`config.mk`:
```
export PLATFORM = sky130hd
export DESIGN_NAME = tx_cntrl_top
export DESIGN_NICKNAME = d
export VERILOG_FILES = /design/src/design/tlp_fmt_pkg.sv /design/src/design/tx_cfg_pkg.sv /design/src/design/tx_cntrl_top.sv /design/src/design/tx_st_output.sv /design/src/design/tx_beat_queue.sv /design/src/design/tx_rp_streamer.sv /design/src/design/tx_req_builder.sv
export SDC_FILE = /design/constraint.sdc
export NUM_CORES = 1
export LEC_CHECK = 0
export BUFFER_PORTS_ARGS = -buffer_cell sky130_fd_sc_hd__buf_2
export CELL_PAD_IN_SITES_DETAIL_PLACEMENT = 1
export CELL_PAD_IN_SITES_GLOBAL_PLACEMENT = 1
export CORE_MARGIN = 2
export CORE_UTILIZATION = 27
export CTS_CLUSTER_SIZE = 30
export DETAILED_ROUTE_END_ITERATION = 12
export GPL_TIMING_DRIVEN = 0
export PLACE_DENSITY = 0.58
export SLEW_MARGIN = 30
export SYNTH_ARGS = -nofsm -noshare
export SYNTH_HDL_FRONTEND = slang
export SYNTH_SLANG_ARGS = --single-unit
```
`constraint.sdc`:
```
create_clock -name Clk_i -period 8.7 [get_ports Clk_i]
set_clock_uncertainty 0.15 [all_clocks]
set_input_delay 0.87 -clock Clk_i [delete_from_list [all_inputs] [get_ports Clk_i]]
set_output_delay 0.87 -clock Clk_i [all_outputs]
set_load 0.1 [all_outputs]
```
`src/design/tlp_fmt_pkg.sv`:
```
/*
 * TLP header field widths and format/type codes
 */
package tlp_fmt_pkg;

  // length field of header dword 0
  localparam int LEN_W = 10;

  // request tag
  localparam int TAG_W = 8;

  // first and last byte enable fields
  localparam int BE_W = 4;

  // bus and device number, function is always 0
  localparam int BUSDEV_W = 13;

  // format/type byte for 3-dword headers
  // bit 6 set means the TLP carries data
  localparam logic [7:0] FMT_MRD32 = 8'h00;
  localparam logic [7:0] FMT_MWR32 = 8'h40;

  // header dword 0 layout, from the top of beat 1
  //   requester id   16
  //   tag             8
  //   lbe, fbe        8
  //   fmt/type        8
  //   tc/attr         8
  //   td/ep/rsvd      6
  //   length         10
  //
  // header beat 2 carries the address in its low half
  // and either zero or the first payload dword on top

endpackage

```
`src/design/tx_cfg_pkg.sv`:
```
/*
 * transmit path sizing and command word layout
 */
package tx_cfg_pkg;

  // one beat on the streaming interface
  localparam int BEAT_W = 64;

  // command word from the bridge command FIFO
  localparam int CMD_W = 60;

  // address, 32 bits starting here
  localparam int CMD_ADDR_LSB = 0;

  // request kind flags
  localparam int CMD_RD_BIT = 32;
  localparam int CMD_WR_BIT = 33;

  // first byte enables, 4 bits
  localparam int CMD_FBE_LSB = 34;

  // tag, 8 bits
  localparam int CMD_TAG_LSB = 38;

  // dword length, 10 bits
  localparam int CMD_LEN_LSB = 46;

  // last byte enables, 4 bits
  localparam int CMD_LBE_LSB = 56;

  // root-port entry: two beats of data, then sop and eop on top
  localparam int RP_ENTRY_W = 130;

  // output queue
  localparam int QUEUE_DEPTH = 16;
  localparam int QUEUE_AW = 4;

  // room while the fill count is at or below this
  // the rest covers beats in flight and two header beats
  localparam int QUEUE_ROOM_MAX = 4;

endpackage
```
`src/design/tx_cntrl_top.sv`:
```
/*
 * transmit control top, request builder and root-port streamer
 * feeding the output queue and the streaming port
 */
module tx_cntrl_top
  import tx_cfg_pkg::*, tlp_fmt_pkg::*;
(
  input  logic                  Clk_i,
  input  logic                  Rstn_i,
  input  logic                  CmdFifoEmpty_i,
  input  logic [CMD_W-1:0]      CmdFifoDat_i,
  output logic                  CmdFifoRdReq_o,
  input  logic [BEAT_W-1:0]     TxWrDat_i,
  output logic                  WrDatFifoRdReq_o,
  input  logic [BUSDEV_W-1:0]   BusDev_i,
  input  logic                  RpTLPReady_i,
  input  logic [RP_ENTRY_W-1:0] TxRpFifoData_i,
  output logic                  TxRpFifoRdReq_o,
  input  logic                  TxStReady_i,
  output logic [BEAT_W-1:0]     TxStData_o,
  output logic                  TxStSop_o,
  output logic                  TxStEop_o,
  output logic                  TxStValid_o
);

  logic              req_idle;
  logic              rp_busy;
  logic              room_ok;
  logic              req_wr;
  logic [BEAT_W-1:0] req_data;
  logic              req_sop;
  logic              req_eop;
  logic              rp_wr;
  logic [BEAT_W-1:0] rp_data;
  logic              rp_sop;
  logic              rp_eop;
  logic              q_pop;
  logic              q_empty;
  logic [BEAT_W-1:0] q_data;
  logic              q_sop;
  logic              q_eop;

  tx_req_builder req_builder_i (
    .Clk_i(Clk_i), .Rstn_i(Rstn_i),
    .CmdFifoEmpty_i(CmdFifoEmpty_i), .CmdFifoDat_i(CmdFifoDat_i),
    .CmdFifoRdReq_o(CmdFifoRdReq_o), .TxWrDat_i(TxWrDat_i),
    .WrDatFifoRdReq_o(WrDatFifoRdReq_o), .BusDev_i(BusDev_i),
    .RpTLPReady_i(RpTLPReady_i), .rp_busy_i(rp_busy), .room_ok_i(room_ok),
    .req_idle_o(req_idle), .beat_wr_o(req_wr), .beat_data_o(req_data),
    .beat_sop_o(req_sop), .beat_eop_o(req_eop)
  );

  tx_rp_streamer rp_streamer_i (
    .Clk_i(Clk_i), .Rstn_i(Rstn_i),
    .RpTLPReady_i(RpTLPReady_i), .TxRpFifoData_i(TxRpFifoData_i),
    .req_idle_i(req_idle), .room_ok_i(room_ok),
    .TxRpFifoRdReq_o(TxRpFifoRdReq_o), .rp_busy_o(rp_busy),
    .beat_wr_o(rp_wr), .beat_data_o(rp_data),
    .beat_sop_o(rp_sop), .beat_eop_o(rp_eop)
  );

  tx_beat_queue beat_queue_i (
    .Clk_i(Clk_i), .Rstn_i(Rstn_i),
    .req_wr_i(req_wr), .req_data_i(req_data), .req_sop_i(req_sop), .req_eop_i(req_eop),
    .rp_wr_i(rp_wr), .rp_data_i(rp_data), .rp_sop_i(rp_sop), .rp_eop_i(rp_eop),
    .rp_busy_i(rp_busy), .pop_i(q_pop), .room_ok_o(room_ok), .q_empty_o(q_empty),
    .q_data_o(q_data), .q_sop_o(q_sop), .q_eop_o(q_eop)
  );

  tx_st_output st_output_i (
    .Clk_i(Clk_i), .Rstn_i(Rstn_i),
    .q_empty_i(q_empty), .q_data_i(q_data), .q_sop_i(q_sop), .q_eop_i(q_eop),
    .TxStReady_i(TxStReady_i), .pop_o(q_pop),
    .TxStData_o(TxStData_o), .TxStSop_o(TxStSop_o),
    .TxStEop_o(TxStEop_o), .TxStValid_o(TxStValid_o)
  );

endmodule

```
`src/design/tx_st_output.sv`:
```
/*
 * registered output stage towards the PCIe core streaming port
 */
module tx_st_output
  import tx_cfg_pkg::*;
(
  input  logic              Clk_i,
  input  logic              Rstn_i,
  input  logic              q_empty_i,
  input  logic [BEAT_W-1:0] q_data_i,
  input  logic              q_sop_i,
  input  logic              q_eop_i,
  input  logic              TxStReady_i,
  output logic              pop_o,
  output logic [BEAT_W-1:0] TxStData_o,
  output logic              TxStSop_o,
  output logic              TxStEop_o,
  output logic              TxStValid_o
);

  logic fetch_vld;
  logic out_vld;
  logic ready_q;
  logic out_xfer;
  logic fetch_take;

  // held beat leaves when the core was ready last cycle
  assign out_xfer   = out_vld & ready_q;
  assign fetch_take = fetch_vld & (~out_vld | out_xfer);
  assign pop_o      = ~q_empty_i & (~fetch_vld | fetch_take);

  always_ff @(posedge Clk_i or negedge Rstn_i)
  begin
    if (!Rstn_i)
    begin
      ready_q   <= 1'b0;
      fetch_vld <= 1'b0;
      out_vld   <= 1'b0;
      TxStSop_o <= 1'b0;
      TxStEop_o <= 1'b0;
    end
    else
    begin
      ready_q <= TxStReady_i;
      if (pop_o)
        fetch_vld <= 1'b1;
      else if (fetch_take)
        fetch_vld <= 1'b0;
      if (fetch_take)
      begin
        out_vld   <= 1'b1;
        TxStSop_o <= q_sop_i;
        TxStEop_o <= q_eop_i;
      end
      else if (out_xfer)
      begin
        out_vld   <= 1'b0;
        TxStSop_o <= 1'b0;
        TxStEop_o <= 1'b0;
      end
    end
  end

  always_ff @(posedge Clk_i)
  begin
    if (fetch_take)
      TxStData_o <= q_data_i;
  end

  assign TxStValid_o = out_xfer;

endmodule

```
`src/design/tx_beat_queue.sv`:
```
/*
 * merges the two beat sources into the 16-entry output queue
 */
module tx_beat_queue
  import tx_cfg_pkg::*;
(
  input  logic              Clk_i,
  input  logic              Rstn_i,
  input  logic              req_wr_i,
  input  logic [BEAT_W-1:0] req_data_i,
  input  logic              req_sop_i,
  input  logic              req_eop_i,
  input  logic              rp_wr_i,
  input  logic [BEAT_W-1:0] rp_data_i,
  input  logic              rp_sop_i,
  input  logic              rp_eop_i,
  input  logic              rp_busy_i,
  input  logic              pop_i,
  output logic              room_ok_o,
  output logic              q_empty_o,
  output logic [BEAT_W-1:0] q_data_o,
  output logic              q_sop_o,
  output logic              q_eop_o
);

  logic                in_wr;
  logic [BEAT_W+1:0]   in_beat;
  logic                in_wr_q;
  logic [BEAT_W+1:0]   in_beat_q;
  logic [BEAT_W+1:0]   mem [QUEUE_DEPTH];
  logic [QUEUE_AW-1:0] wr_ptr;
  logic [QUEUE_AW-1:0] rd_ptr;
  logic [QUEUE_AW:0]   fill_cnt;
  logic [BEAT_W+1:0]   rd_beat;

  // streamer owns the queue while it is busy
  assign in_wr   = rp_busy_i ? rp_wr_i : req_wr_i;
  assign in_beat = rp_busy_i ? {rp_eop_i, rp_sop_i, rp_data_i}
                             : {req_eop_i, req_sop_i, req_data_i};

  always_ff @(posedge Clk_i or negedge Rstn_i)
  begin
    if (!Rstn_i)
      in_wr_q <= 1'b0;
    else
      in_wr_q <= in_wr;
  end

  always_ff @(posedge Clk_i)
  begin
    in_beat_q <= in_beat;
    if (in_wr_q)
      mem[wr_ptr] <= in_beat_q;
    if (pop_i)
      rd_beat <= mem[rd_ptr];
  end

  always_ff @(posedge Clk_i or negedge Rstn_i)
  begin
    if (!Rstn_i)
    begin
      wr_ptr    <= '0;
      rd_ptr    <= '0;
      fill_cnt  <= '0;
      room_ok_o <= 1'b1;
    end
    else
    begin
      if (in_wr_q)
        wr_ptr <= wr_ptr + 1'b1;
      if (pop_i)
        rd_ptr <= rd_ptr + 1'b1;
      fill_cnt  <= fill_cnt + in_wr_q - pop_i;
      room_ok_o <= (fill_cnt <= QUEUE_ROOM_MAX);
    end
  end

  assign q_empty_o = (fill_cnt == '0);
  assign q_data_o  = rd_beat[BEAT_W-1:0];
  assign q_sop_o   = rd_beat[BEAT_W];
  assign q_eop_o   = rd_beat[BEAT_W+1];

endmodule

```
`src/design/tx_rp_streamer.sv`:
```
/*
 * root-port pass-through, splits 128-bit FIFO entries into beats
 */
module tx_rp_streamer
  import tx_cfg_pkg::*;
(
  input  logic                  Clk_i,
  input  logic                  Rstn_i,
  input  logic                  RpTLPReady_i,
  input  logic [RP_ENTRY_W-1:0] TxRpFifoData_i,
  input  logic                  req_idle_i,
  input  logic                  room_ok_i,
  output logic                  TxRpFifoRdReq_o,
  output logic                  rp_busy_o,
  output logic                  beat_wr_o,
  output logic [BEAT_W-1:0]     beat_data_o,
  output logic                  beat_sop_o,
  output logic                  beat_eop_o
);

  typedef enum logic [1:0] {
    RP_IDLE,
    RP_POP,
    RP_LOW,
    RP_HIGH
  } rp_state_t;

  rp_state_t state;
  rp_state_t nxt_state;

  logic entry_sop;
  logic entry_eop;
  logic pop_next;

  assign entry_sop = TxRpFifoData_i[RP_ENTRY_W-2];
  assign entry_eop = TxRpFifoData_i[RP_ENTRY_W-1];

  // back to back entries pop during the high half
  assign pop_next = (state == RP_HIGH) & ~entry_eop & room_ok_i;

  always_ff @(posedge Clk_i or negedge Rstn_i)
  begin
    if (!Rstn_i)
      state <= RP_IDLE;
    else
      state <= nxt_state;
  end

  always_comb
  begin
    nxt_state = state;
    case (state)
      RP_IDLE:
        if (RpTLPReady_i & req_idle_i)
          nxt_state = RP_POP;
      RP_POP:
        if (room_ok_i)
          nxt_state = RP_LOW;
      RP_LOW:
        nxt_state = RP_HIGH;
      RP_HIGH:
        if (entry_eop)
          nxt_state = RP_IDLE;
        else if (room_ok_i)
          nxt_state = RP_LOW;
        else
          nxt_state = RP_POP;
      default:
        nxt_state = RP_IDLE;
    endcase
  end

  assign TxRpFifoRdReq_o = ((state == RP_POP) & room_ok_i) | pop_next;
  assign rp_busy_o = (state != RP_IDLE);

  assign beat_wr_o   = (state == RP_LOW) | (state == RP_HIGH);
  assign beat_data_o = (state == RP_HIGH) ? TxRpFifoData_i[2*BEAT_W-1:BEAT_W]
                                          : TxRpFifoData_i[BEAT_W-1:0];
  assign beat_sop_o  = (state == RP_LOW) & entry_sop;
  assign beat_eop_o  = (state == RP_HIGH) & entry_eop;

endmodule

```
`src/design/tx_req_builder.sv`:
```
/*
 * builds memory read and write TLPs from the command FIFO
 * and the show-ahead write-data FIFO
 */
module tx_req_builder
  import tx_cfg_pkg::*, tlp_fmt_pkg::*;
(
  input  logic                Clk_i,
  input  logic                Rstn_i,
  input  logic                CmdFifoEmpty_i,
  input  logic [CMD_W-1:0]    CmdFifoDat_i,
  output logic                CmdFifoRdReq_o,
  input  logic [BEAT_W-1:0]   TxWrDat_i,
  output logic                WrDatFifoRdReq_o,
  input  logic [BUSDEV_W-1:0] BusDev_i,
  input  logic                RpTLPReady_i,
  input  logic                rp_busy_i,
  input  logic                room_ok_i,
  output logic                req_idle_o,
  output logic                beat_wr_o,
  output logic [BEAT_W-1:0]   beat_data_o,
  output logic                beat_sop_o,
  output logic                beat_eop_o
);

  typedef enum logic [5:0] {
    B_IDLE   = 6'b000001,
    B_DECODE = 6'b000010,
    B_HDR1   = 6'b000100,
    B_HDR2   = 6'b001000,
    B_DATA   = 6'b010000,
    B_WAIT   = 6'b100000
  } bld_state_t;

  bld_state_t state;
  bld_state_t nxt_state;

  logic [LEN_W-1:0]  cmd_len;
  logic              cmd_bit2;
  logic              is_wr_q;
  logic [31:0]       addr_q;
  logic [TAG_W-1:0]  tag_q;
  logic [BE_W-1:0]   fbe_q;
  logic [BE_W-1:0]   lbe_q;
  logic [LEN_W-1:0]  len_q;
  logic [LEN_W:0]    dw_cnt;
  logic              last_cnt;
  logic              short_wr;
  logic              data_go;
  logic [7:0]        fmt_type;
  logic [BEAT_W-1:0] header1;
  logic [BEAT_W-1:0] header2;

  assign cmd_len  = CmdFifoDat_i[CMD_LEN_LSB +: LEN_W];
  assign cmd_bit2 = CmdFifoDat_i[CMD_ADDR_LSB + 2];

  assign last_cnt = (dw_cnt == 'd2);
  // write whose only dword rides in header 2
  assign short_wr = is_wr_q & addr_q[2] & last_cnt;
  assign data_go  = (state == B_DATA) & room_ok_i;

  always_ff @(posedge Clk_i or negedge Rstn_i)
  begin
    if (!Rstn_i)
      state <= B_IDLE;
    else
      state <= nxt_state;
  end

  always_comb
  begin
    nxt_state = state;
    case (state)
      B_IDLE:
        if (CmdFifoRdReq_o)
          nxt_state = B_DECODE;
      B_DECODE:
        if (CmdFifoDat_i[CMD_RD_BIT] | CmdFifoDat_i[CMD_WR_BIT])
          nxt_state = B_HDR1;
        else
          nxt_state = B_IDLE;
      B_HDR1:
        nxt_state = B_HDR2;
      B_HDR2:
        if (!is_wr_q || short_wr)
          nxt_state = B_IDLE;
        else
          nxt_state = B_DATA;
      B_DATA:
        if (!room_ok_i)
          nxt_state = B_WAIT;
        else if (last_cnt)
          nxt_state = B_IDLE;
      B_WAIT:
        if (room_ok_i)
          nxt_state = B_DATA;
      default:
        nxt_state = B_IDLE;
    endcase
  end

  // command fields, captured in the decode cycle
  always_ff @(posedge Clk_i)
  begin
    if (state == B_DECODE)
    begin
      is_wr_q <= CmdFifoDat_i[CMD_WR_BIT];
      addr_q  <= CmdFifoDat_i[CMD_ADDR_LSB +: 32];
      tag_q   <= CmdFifoDat_i[CMD_TAG_LSB +: TAG_W];
      fbe_q   <= CmdFifoDat_i[CMD_FBE_LSB +: BE_W];
      lbe_q   <= CmdFifoDat_i[CMD_LBE_LSB +: BE_W];
      len_q   <= cmd_len;
    end
  end

  // dwords still to send, padded up to whole words
  always_ff @(posedge Clk_i or negedge Rstn_i)
  begin
    if (!Rstn_i)
      dw_cnt <= '0;
    else if (state == B_DECODE)
    begin
      if (cmd_len[0])
        dw_cnt <= {1'b0, cmd_len} + 'd1;
      else if (cmd_bit2)
        dw_cnt <= {1'b0, cmd_len} + 'd2;
      else
        dw_cnt <= {1'b0, cmd_len};
    end
    else if (((state == B_HDR2) & is_wr_q & addr_q[2]) | data_go)
      dw_cnt <= dw_cnt - 'd2;
  end

  assign fmt_type = is_wr_q ? FMT_MWR32 : FMT_MRD32;

  assign header1 = {BusDev_i, 3'b000, tag_q, lbe_q, fbe_q, fmt_type,
                    8'h00, 6'b000000, len_q};
  // odd start address puts dword 0 next to the address
  assign header2 = {(is_wr_q & addr_q[2]) ? TxWrDat_i[BEAT_W-1:BEAT_W/2] : 32'h0, addr_q};

  assign CmdFifoRdReq_o = (state == B_IDLE) & ~CmdFifoEmpty_i & ~rp_busy_i &
                          ~RpTLPReady_i & room_ok_i;
  assign WrDatFifoRdReq_o = ((state == B_HDR2) & is_wr_q & addr_q[2]) | data_go;
  assign req_idle_o = (state == B_IDLE);

  assign beat_wr_o  = (state == B_HDR1) | (state == B_HDR2) | data_go;
  assign beat_sop_o = (state == B_HDR1);
  assign beat_eop_o = ((state == B_HDR2) & (~is_wr_q | short_wr)) | (data_go & last_cnt);

  always_comb
  begin
    case (state)
      B_HDR1:  beat_data_o = header1;
      B_HDR2:  beat_data_o = header2;
      default: beat_data_o = TxWrDat_i;
    endcase
  end

endmodule

```
Word level (Yosys, flattened, before mapping)
Memories as Yosys holds them, arrays and structs flattened. A register that Yosys moved wholly into a read port is not among the register bits.
Index checks and enable logic that the tools add are counted.
{"block": "totals", "register_bits": 228, "mem_bits_rw": 1056, "inputBits": 272, "out_inout_bits": 70, "elab_cells": 123, "mem_count": 1}
{"block": "classes", "add_sub_neg": 7, "magnitude_cmp": 1, "n_eq_ne": 15, "muxes": 30, "n_bitwise": 38, "reduce_logical": 10}
{"memory": "beat_queue_i.mem", "words": 16, "width": 66, "read_ports": 1, "rd_ports_with_merged_regs": 1, "write_ports": 1, "line": "tx_beat_queue.sv:30", "text": "logic [BEAT_W+1:0] mem [QUEUE_DEPTH];"}
{"cell": "case mux 64 bit (2 select lines)", "count": 1}
{"cell": "2-to-1 mux 66 bit", "count": 1}
{"cell": "2-to-1 mux 64 bit", "count": 1}
{"cell": "2-to-1 mux 11 bit", "count": 4}
{"cell": "case mux 6 bit (6 select lines)", "count": 1}
{"cell": "2-to-1 mux 32 bit", "count": 1}
{"cell": "2-to-1 mux 6 bit", "count": 4}
{"cell": "AND 1 bit", "count": 20}
{"cell": "adder 10 x 1 -> 11 bit, second input constant", "count": 1}
{"cell": "adder 10 x 2 -> 11 bit, second input constant", "count": 1}
{"cell": "== test 11 x 2 -> 1 bit, second input constant", "count": 1}
{"cell": "subtractor 11 x 2 -> 11 bit, second input constant", "count": 1}
{"cell": "bitwise OR 1 bit", "count": 10}
{"cell": "2-to-1 mux 1 bit", "count": 9}
{"cell": "adder 4 x 1 -> 4 bit, second input constant", "count": 2}
{"cell": "2-to-1 mux 2 bit", "count": 4}
{"cell": "inverter 1 bit", "count": 8}
{"cell": "case mux 2 bit (4 select lines)", "count": 1}
{"cell": "nonzero test 2 bit", "count": 4}
{"cell": "2-to-1 mux 7 bit", "count": 1}
{"cell": "== test 6 x 1 -> 1 bit, second input constant", "count": 1}
{"cell": "== test 6 x 2 -> 1 bit, second input constant", "count": 1}
{"cell": "== test 6 x 3 -> 1 bit, second input constant", "count": 1}
{"cell": "== test 6 x 4 -> 1 bit, second input constant", "count": 1}
{"cell": "18 further kinds", "count": 21}

Longest topological paths before layout
{"block": "logic_depth", "depth_word": 7, "ltp_mapped": 13, "ltp_nobuf": 13}

By module
A second synthesis with hierarchy kept.
{"block": "unflattened", "cells_unflattened": 2423, "area_unflattened_um2": 51426.8}
{"module": "tx_beat_queue", "n_inst": 1, "cells_per_inst": 1904, "area_each_um2": 44371.3, "seq_area_each_um2": 35390.2}
{"module": "tx_req_builder", "n_inst": 1, "cells_per_inst": 349, "area_each_um2": 3751.1, "seq_area_each_um2": 2173.3}
{"module": "tx_st_output", "n_inst": 1, "cells_per_inst": 85, "area_each_um2": 2157.1, "seq_area_each_um2": 2047.0}
{"module": "tx_rp_streamer", "n_inst": 1, "cells_per_inst": 85, "area_each_um2": 1147.4, "seq_area_each_um2": 50.0}

Worst setup path before layout
OpenSTA, ideal clock, no wires.
{"block": "synth_timing", "path_type": "reg-to-reg", "start": "register beat_queue_i.fill_cnt[2]", "end": "register beat_queue_i.fill_cnt[4]", "setup_time_ps": 125, "arrival_time_ps": 5824, "required_ps": 8425, "setup_slack_ps": 2601, "stages_incl_launch_ff": 14, "n_path_buf": 0, "synth_period_minus_slack_ps": 6099, "cell_sequence": "dfrtp_1 > inv_1 > ha_1 > a22oi_1 > ha_1 > inv_1 > ha_1 > inv_1 > fa_1 > inv_1 > a21oi_1 > nor2_1 > nor2_1 > xor2_1"}
{"block": "synth_via", "elab_chain_len": 4, "word_cells_on_any_way": 5, "cone_classes": "add/sub (2); bitwise (2); reduce/logical (1)"}
{"element": "start: declaration", "line": "tx_beat_queue.sv:33", "text": "logic [QUEUE_AW:0] fill_cnt;"}
{"element": "start signal: assignment", "line": "tx_beat_queue.sv:73", "text": "fill_cnt <= fill_cnt + in_wr_q - pop_i;"}
{"element": "logical NOT 5 bit", "line": "tx_beat_queue.sv:78", "text": "assign q_empty_o = (fill_cnt == '0);"}
{"element": "inverter 1 bit", "line": "tx_st_output.sv:30", "text": "assign pop_o = ~q_empty_i & (~fetch_vld | fetch_take);"}
{"element": "AND 1 bit", "line": "tx_st_output.sv:30"}
{"element": "named net beat_queue_i.pop_i", "line": "tx_beat_queue.sv:18", "text": "input logic pop_i,"}
{"element": "subtractor 5 x 1 -> 5 bit", "line": "tx_beat_queue.sv:73"}
The timed path passes the listed nets, and every way through them passes these cells.
A chain may end at the register's enable or synchronous reset.

Worst setup path after layout
{"block": "layout_timing", "start": "register rp_streamer_i.state[0]", "end": "output port TxRpFifoRdReq_o"}
{"block": "layout_via", "elab_chain_len": 4, "word_cells_on_any_way": 6, "cone_classes": "eq/ne (2); bitwise (4)"}
{"element": "start: declaration", "line": "tx_rp_streamer.sv:28", "text": "rp_state_t state;"}
{"element": "start signal: assignment", "line": "tx_rp_streamer.sv:46", "text": "state <= nxt_state;"}
{"element": "== test 2 bit", "line": "tx_rp_streamer.sv:39", "text": "assign pop_next = (state == RP_HIGH) & ~entry_eop & room_ok_i;"}
{"element": "AND 1 bit (2 in series)", "line": "tx_rp_streamer.sv:39"}
{"element": "bitwise OR 1 bit (*)", "line": "tx_rp_streamer.sv:73", "text": "assign TxRpFifoRdReq_o = ((state == RP_POP) & room_ok_i) | pop_next;"}
{"element": "end: declaration", "line": "tx_cntrl_top.sv:18", "text": "output logic TxRpFifoRdReq_o,"}
Every way passes the cells marked *; elsewhere a longest branch is shown, timed or not.

==> impl_metrics.env <==
export IMPL_cts_sinks=1349
export IMPL_layout_min_cycle_time_ps=4736
export IMPL_port_buffers=341
export IMPL_via_count=26130
export IMPL_multi_input_area_mm2=0.01120
export IMPL_vdd_drop_max_v=0.0002220
export IMPL_ant_nets=0
export IMPL_antenna_found_initial=7
export IMPL_grt_usage_pct=15.87
export IMPL_drive_above_1_share_pct=37.55
export IMPL_worst_slew_pin_slew_ps=1123
export IMPL_async_flop_share_pct=2.817
export IMPL_start_kind="register"
export IMPL_die_area_mm2=0.1937
export IMPL_cpPeakStageDelay_ps=740
export IMPL_synth_cell_types=58
export IMPL_die_w_um=440.2
export IMPL_rsz0062_at_grt="false"
export IMPL_outcome="completed"
export IMPL_synth_flop_cell="edfxtp_1"
export IMPL_syn_area_mm2=0.05136
export IMPL_p_leak_nw=20.85
export IMPL_post_cts_buffers=0
export IMPL_grt_overflow=0
export IMPL_synthesis_nets=2650
export IMPL_wl_per_cell_um=27.47
export IMPL_fmax_mhz=211.2
export IMPL_crit_slowest_cell="clkbuf_1"
export IMPL_syn_to_final_growth_pct=23.38
export IMPL_coreArea_mm2=0.1896
export IMPL_synth_edff_count=1245
export IMPL_ctsResizeCount=0
export IMPL_synthCells=2362
export IMPL_worst_path_buf_inv=4
export IMPL_slew_headroom_pct=25.03
export IMPL_fp_row_count=160
export IMPL_die_h_um=440.2
export IMPL_grt_max_degree=39
export IMPL_num_io_pins=342
export IMPL_grt_pass1_wl_um=216500
export IMPL_drc=0
export IMPL_cts_root_buf="clkbuf_16"
export IMPL_final_cells=5597
export IMPL_grt_pass1_vias=28380
export IMPL_cp_end_kind="output port"
export IMPL_hpwlAfterDp_um=109100
export IMPL_ys_ff_latch=1349
export IMPL_avgSynthCellArea_um2=21.75
export IMPL_worstPathRequired_ps=7680
export IMPL_cts_buffers=140
export IMPL_powerDensity_mw_per_mm2=348.7
export IMPL_dp_cells=5333
export IMPL_hold_path_class="in2reg"
export IMPL_post_route_util_pct=33.43
export IMPL_firstDrtPassIters=4
export IMPL_ctsHtreeMaxLevel=4
export IMPL_nFillCells=18880
export IMPL_final_nets=3253
export IMPL_drv_cap=0
export IMPL_cts_buffer_depth=3
export IMPL_gp_congestion=0.7832
export IMPL_critPathArrivalTime_ps=3720
export IMPL_cts_hold_buf=1
export IMPL_fin_crit_sh_pct=54.43
export IMPL_start_util_pct=27.09
export IMPL_cpLargestDelayFamily="buffers and inverters"
export IMPL_seqCellArea_mm2=0.03966
export IMPL_yosys_warnings=0
export IMPL_path_class="reg2out"
export IMPL_crit_fanout=10
export IMPL_cts_tree="done"
export IMPL_setup_viol=0
export IMPL_drtIter0Drc=2178
export IMPL_routed_wl_um=153700
export IMPL_clk_latency_ps=770
export IMPL_path_clk_slew_ps=60
export IMPL_crit_chain="clkbuf_1 -> buf_2 -> clkbuf_1 -> and3_1 -> buf_2"
export IMPL_yosysSeqAreaShare_pct=77.22
export IMPL_hold_viol=0
export IMPL_vias_per_cell=4.668
export IMPL_slew_viol_final=0
[placed cells by master (no fill, tap or decap), drive strengths merged, types with 10 or more instances in the layout]
master  netlist  layout
edfxtp     1245    1245
buf          45     505
mux4        330     330
clkbuf       90     271
nand2        69      69
dfxtp        66      66
nor2         61      61
mux2         59      59
a21oi        51      51
clkinv        0      50
dfrtp        36      36
nand3        32      32
a221o        29      29
a221oi       25      25
inv          19      25
o31ai        23      23
nor3         16      16
ha           15      15
xor2         13      13
nand2b       13      13
a22oi        13      13
a21o         11      11
o21ai        11      11
diode         0      10
xnor2        10      10
bufinv        0      10
[registers in the layout (all words and copies together) (netlist names), 2 cells and up]
| name | flops |
|---|---|
| beat_queue_i.fill_cnt | 5 |
| beat_queue_i.in_beat_q | 66 |
| beat_queue_i.mem | 1056 |
| beat_queue_i.rd_beat | 66 |
| beat_queue_i.rd_ptr | 4 |
| beat_queue_i.wr_ptr | 4 |
| req_builder_i.addr_q | 32 |
| req_builder_i.dw_cnt | 10 |
| req_builder_i.fbe_q | 4 |
| req_builder_i.lbe_q | 4 |
| req_builder_i.len_q | 10 |
| req_builder_i.state | 6 |
| req_builder_i.tag_q | 8 |
| rp_streamer_i.state | 2 |
| st_output_i.TxStData_o | 64 |
[synthesized netlist by cell type (3+ instances only)]
master | instances | area, um2
a211oi_1 | 7 | 52.55
a21o_1 | 11 | 82.58
a21oi_1 | 51 | 255.2
a221o_1 | 29 | 290.3
a221oi_1 | 25 | 219.0
a22o_1 | 3 | 26.28
a22oi_1 | 13 | 97.59
a31oi_1 | 7 | 43.79
and2_1 | 6 | 37.54
and3_1 | 3 | 18.77
buf_1 | 13 | 48.80
buf_2 | 30 | 150.1
clkbuf_1 | 90 | 337.8
dfrtp_1 | 36 | 900.9
dfxtp_1 | 66 | 1321
edfxtp_1 | 1245 | 37390
ha_1 | 15 | 187.7
inv_1 | 18 | 67.56
mux2_2 | 59 | 664.4
mux2i_1 | 5 | 50.05
mux4_2 | 330 | 7432
nand2_1 | 69 | 259.0
nand2b_1 | 13 | 81.33
nand3_1 | 32 | 160.2
nand4_1 | 3 | 18.77
nor2_1 | 60 | 225.2
nor3_1 | 15 | 75.07
o211ai_1 | 9 | 67.56
o21a_1 | 3 | 22.52
o21ai_0 | 10 | 50.05
o221ai_1 | 4 | 35.03
o31ai_1 | 23 | 172.7
or2_2 | 5 | 31.28
or4_1 | 3 | 22.52
xnor2_1 | 10 | 87.58
xor2_1 | 13 | 113.9
[stage by stage]
| step | TNS, ps | setup WS (ps) | cell area (um2) | total power, mW | hold slack [ps] |
|---|---|---|---|---|---|
| after CTS | 0 | 3849 | 63340 | 22.43 | 41.29 |
| after global routing | 0 | 3902 | 63370 | 22.93 | 77.39 |
| after global placement | -638040 | -4229 | 56210 | 16.22 | 253.8 |
| final | 0 | 3964 | 63370 | 22.10 | 90.76 |
| after detailed placement | 0 | 4686 | 58840 | 16.50 | 255.2 |
| after floorplan | 0 | 2601 | 51360 | 13.58 | 250.3 |
[cell type report]
| cell class | count | area share (%) |
|---|---|---|
| Tap cell | 2511 | 4.958 |
| Antenna cell | 10 | 0.03949 |
| Buffer | 135 | 0.9635 |
| Inverter | 19 | 0.1165 |
| Sequential cell | 1349 | 62.59 |
| Clock buffer | 181 | 6.067 |
| Timing Repair Buffer | 461 | 6.587 |
| Multi-Input combinational cell | 859 | 17.67 |
| Clock inverter | 72 | 1.013 |
[report_power, final]
group | switching [mW] | total, mW | internal [mW]
Combinational | 4.00 | 6.49 | 2.49
Clock | 2.50 | 5.92 | 3.42
Sequential | 0.859 | 9.70 | 8.84
[cell families after synthesis]
| family | Yosys count | synth area share [%] |
|---|---|---|
| buffers and inverters | 154 | 1.228 |
| adder cells (fa/ha/maj) | 16 | 0.4044 |
| flip-flops | 1349 | 77.22 |
| AND/OR/NAND/NOR | 222 | 2.002 |
| multiplexers | 394 | 15.86 |
| AO/OA/AOI/OAI | 204 | 2.896 |
| XOR/XNOR | 23 | 0.3922 |
[path summary, 6_finish.rpt]
check | cells after the start | slack, ps | endpoint | from
worst min register to register | 0 | 260 | st_output_i.TxStData_o[25] | beat_queue_i.rd_beat[25]
worst max register to register | 7 | 4690 | beat_queue_i.in_beat_q[4] | req_builder_i.state[4]
worst min-delay path | 1 | 90 | st_output_i.ready_q | TxStReady_i
worst max-delay path | 5 | 3960 | TxRpFifoRdReq_o | rp_streamer_i.state[0]
min in group asynchronous | 2 | 550 | beat_queue_i.fill_cnt[1] | Rstn_i
max in group asynchronous | 2 | 7410 | req_builder_i.dw_cnt[2] | Rstn_i
[per-layer routing]
metal | part of all wire [%] | global-route usage [%] | vias to the layer above
met1 | 38 | 18.32 | 14160
li1 | - | - | 11150
met5 | 0 | 0 | -
met2 | 54 | 28.94 | 593
met3 | 3.2 | 1.960 | 229
met4 | 5.0 | 7.722 | 0
Power figures use the tool's default switching activity.
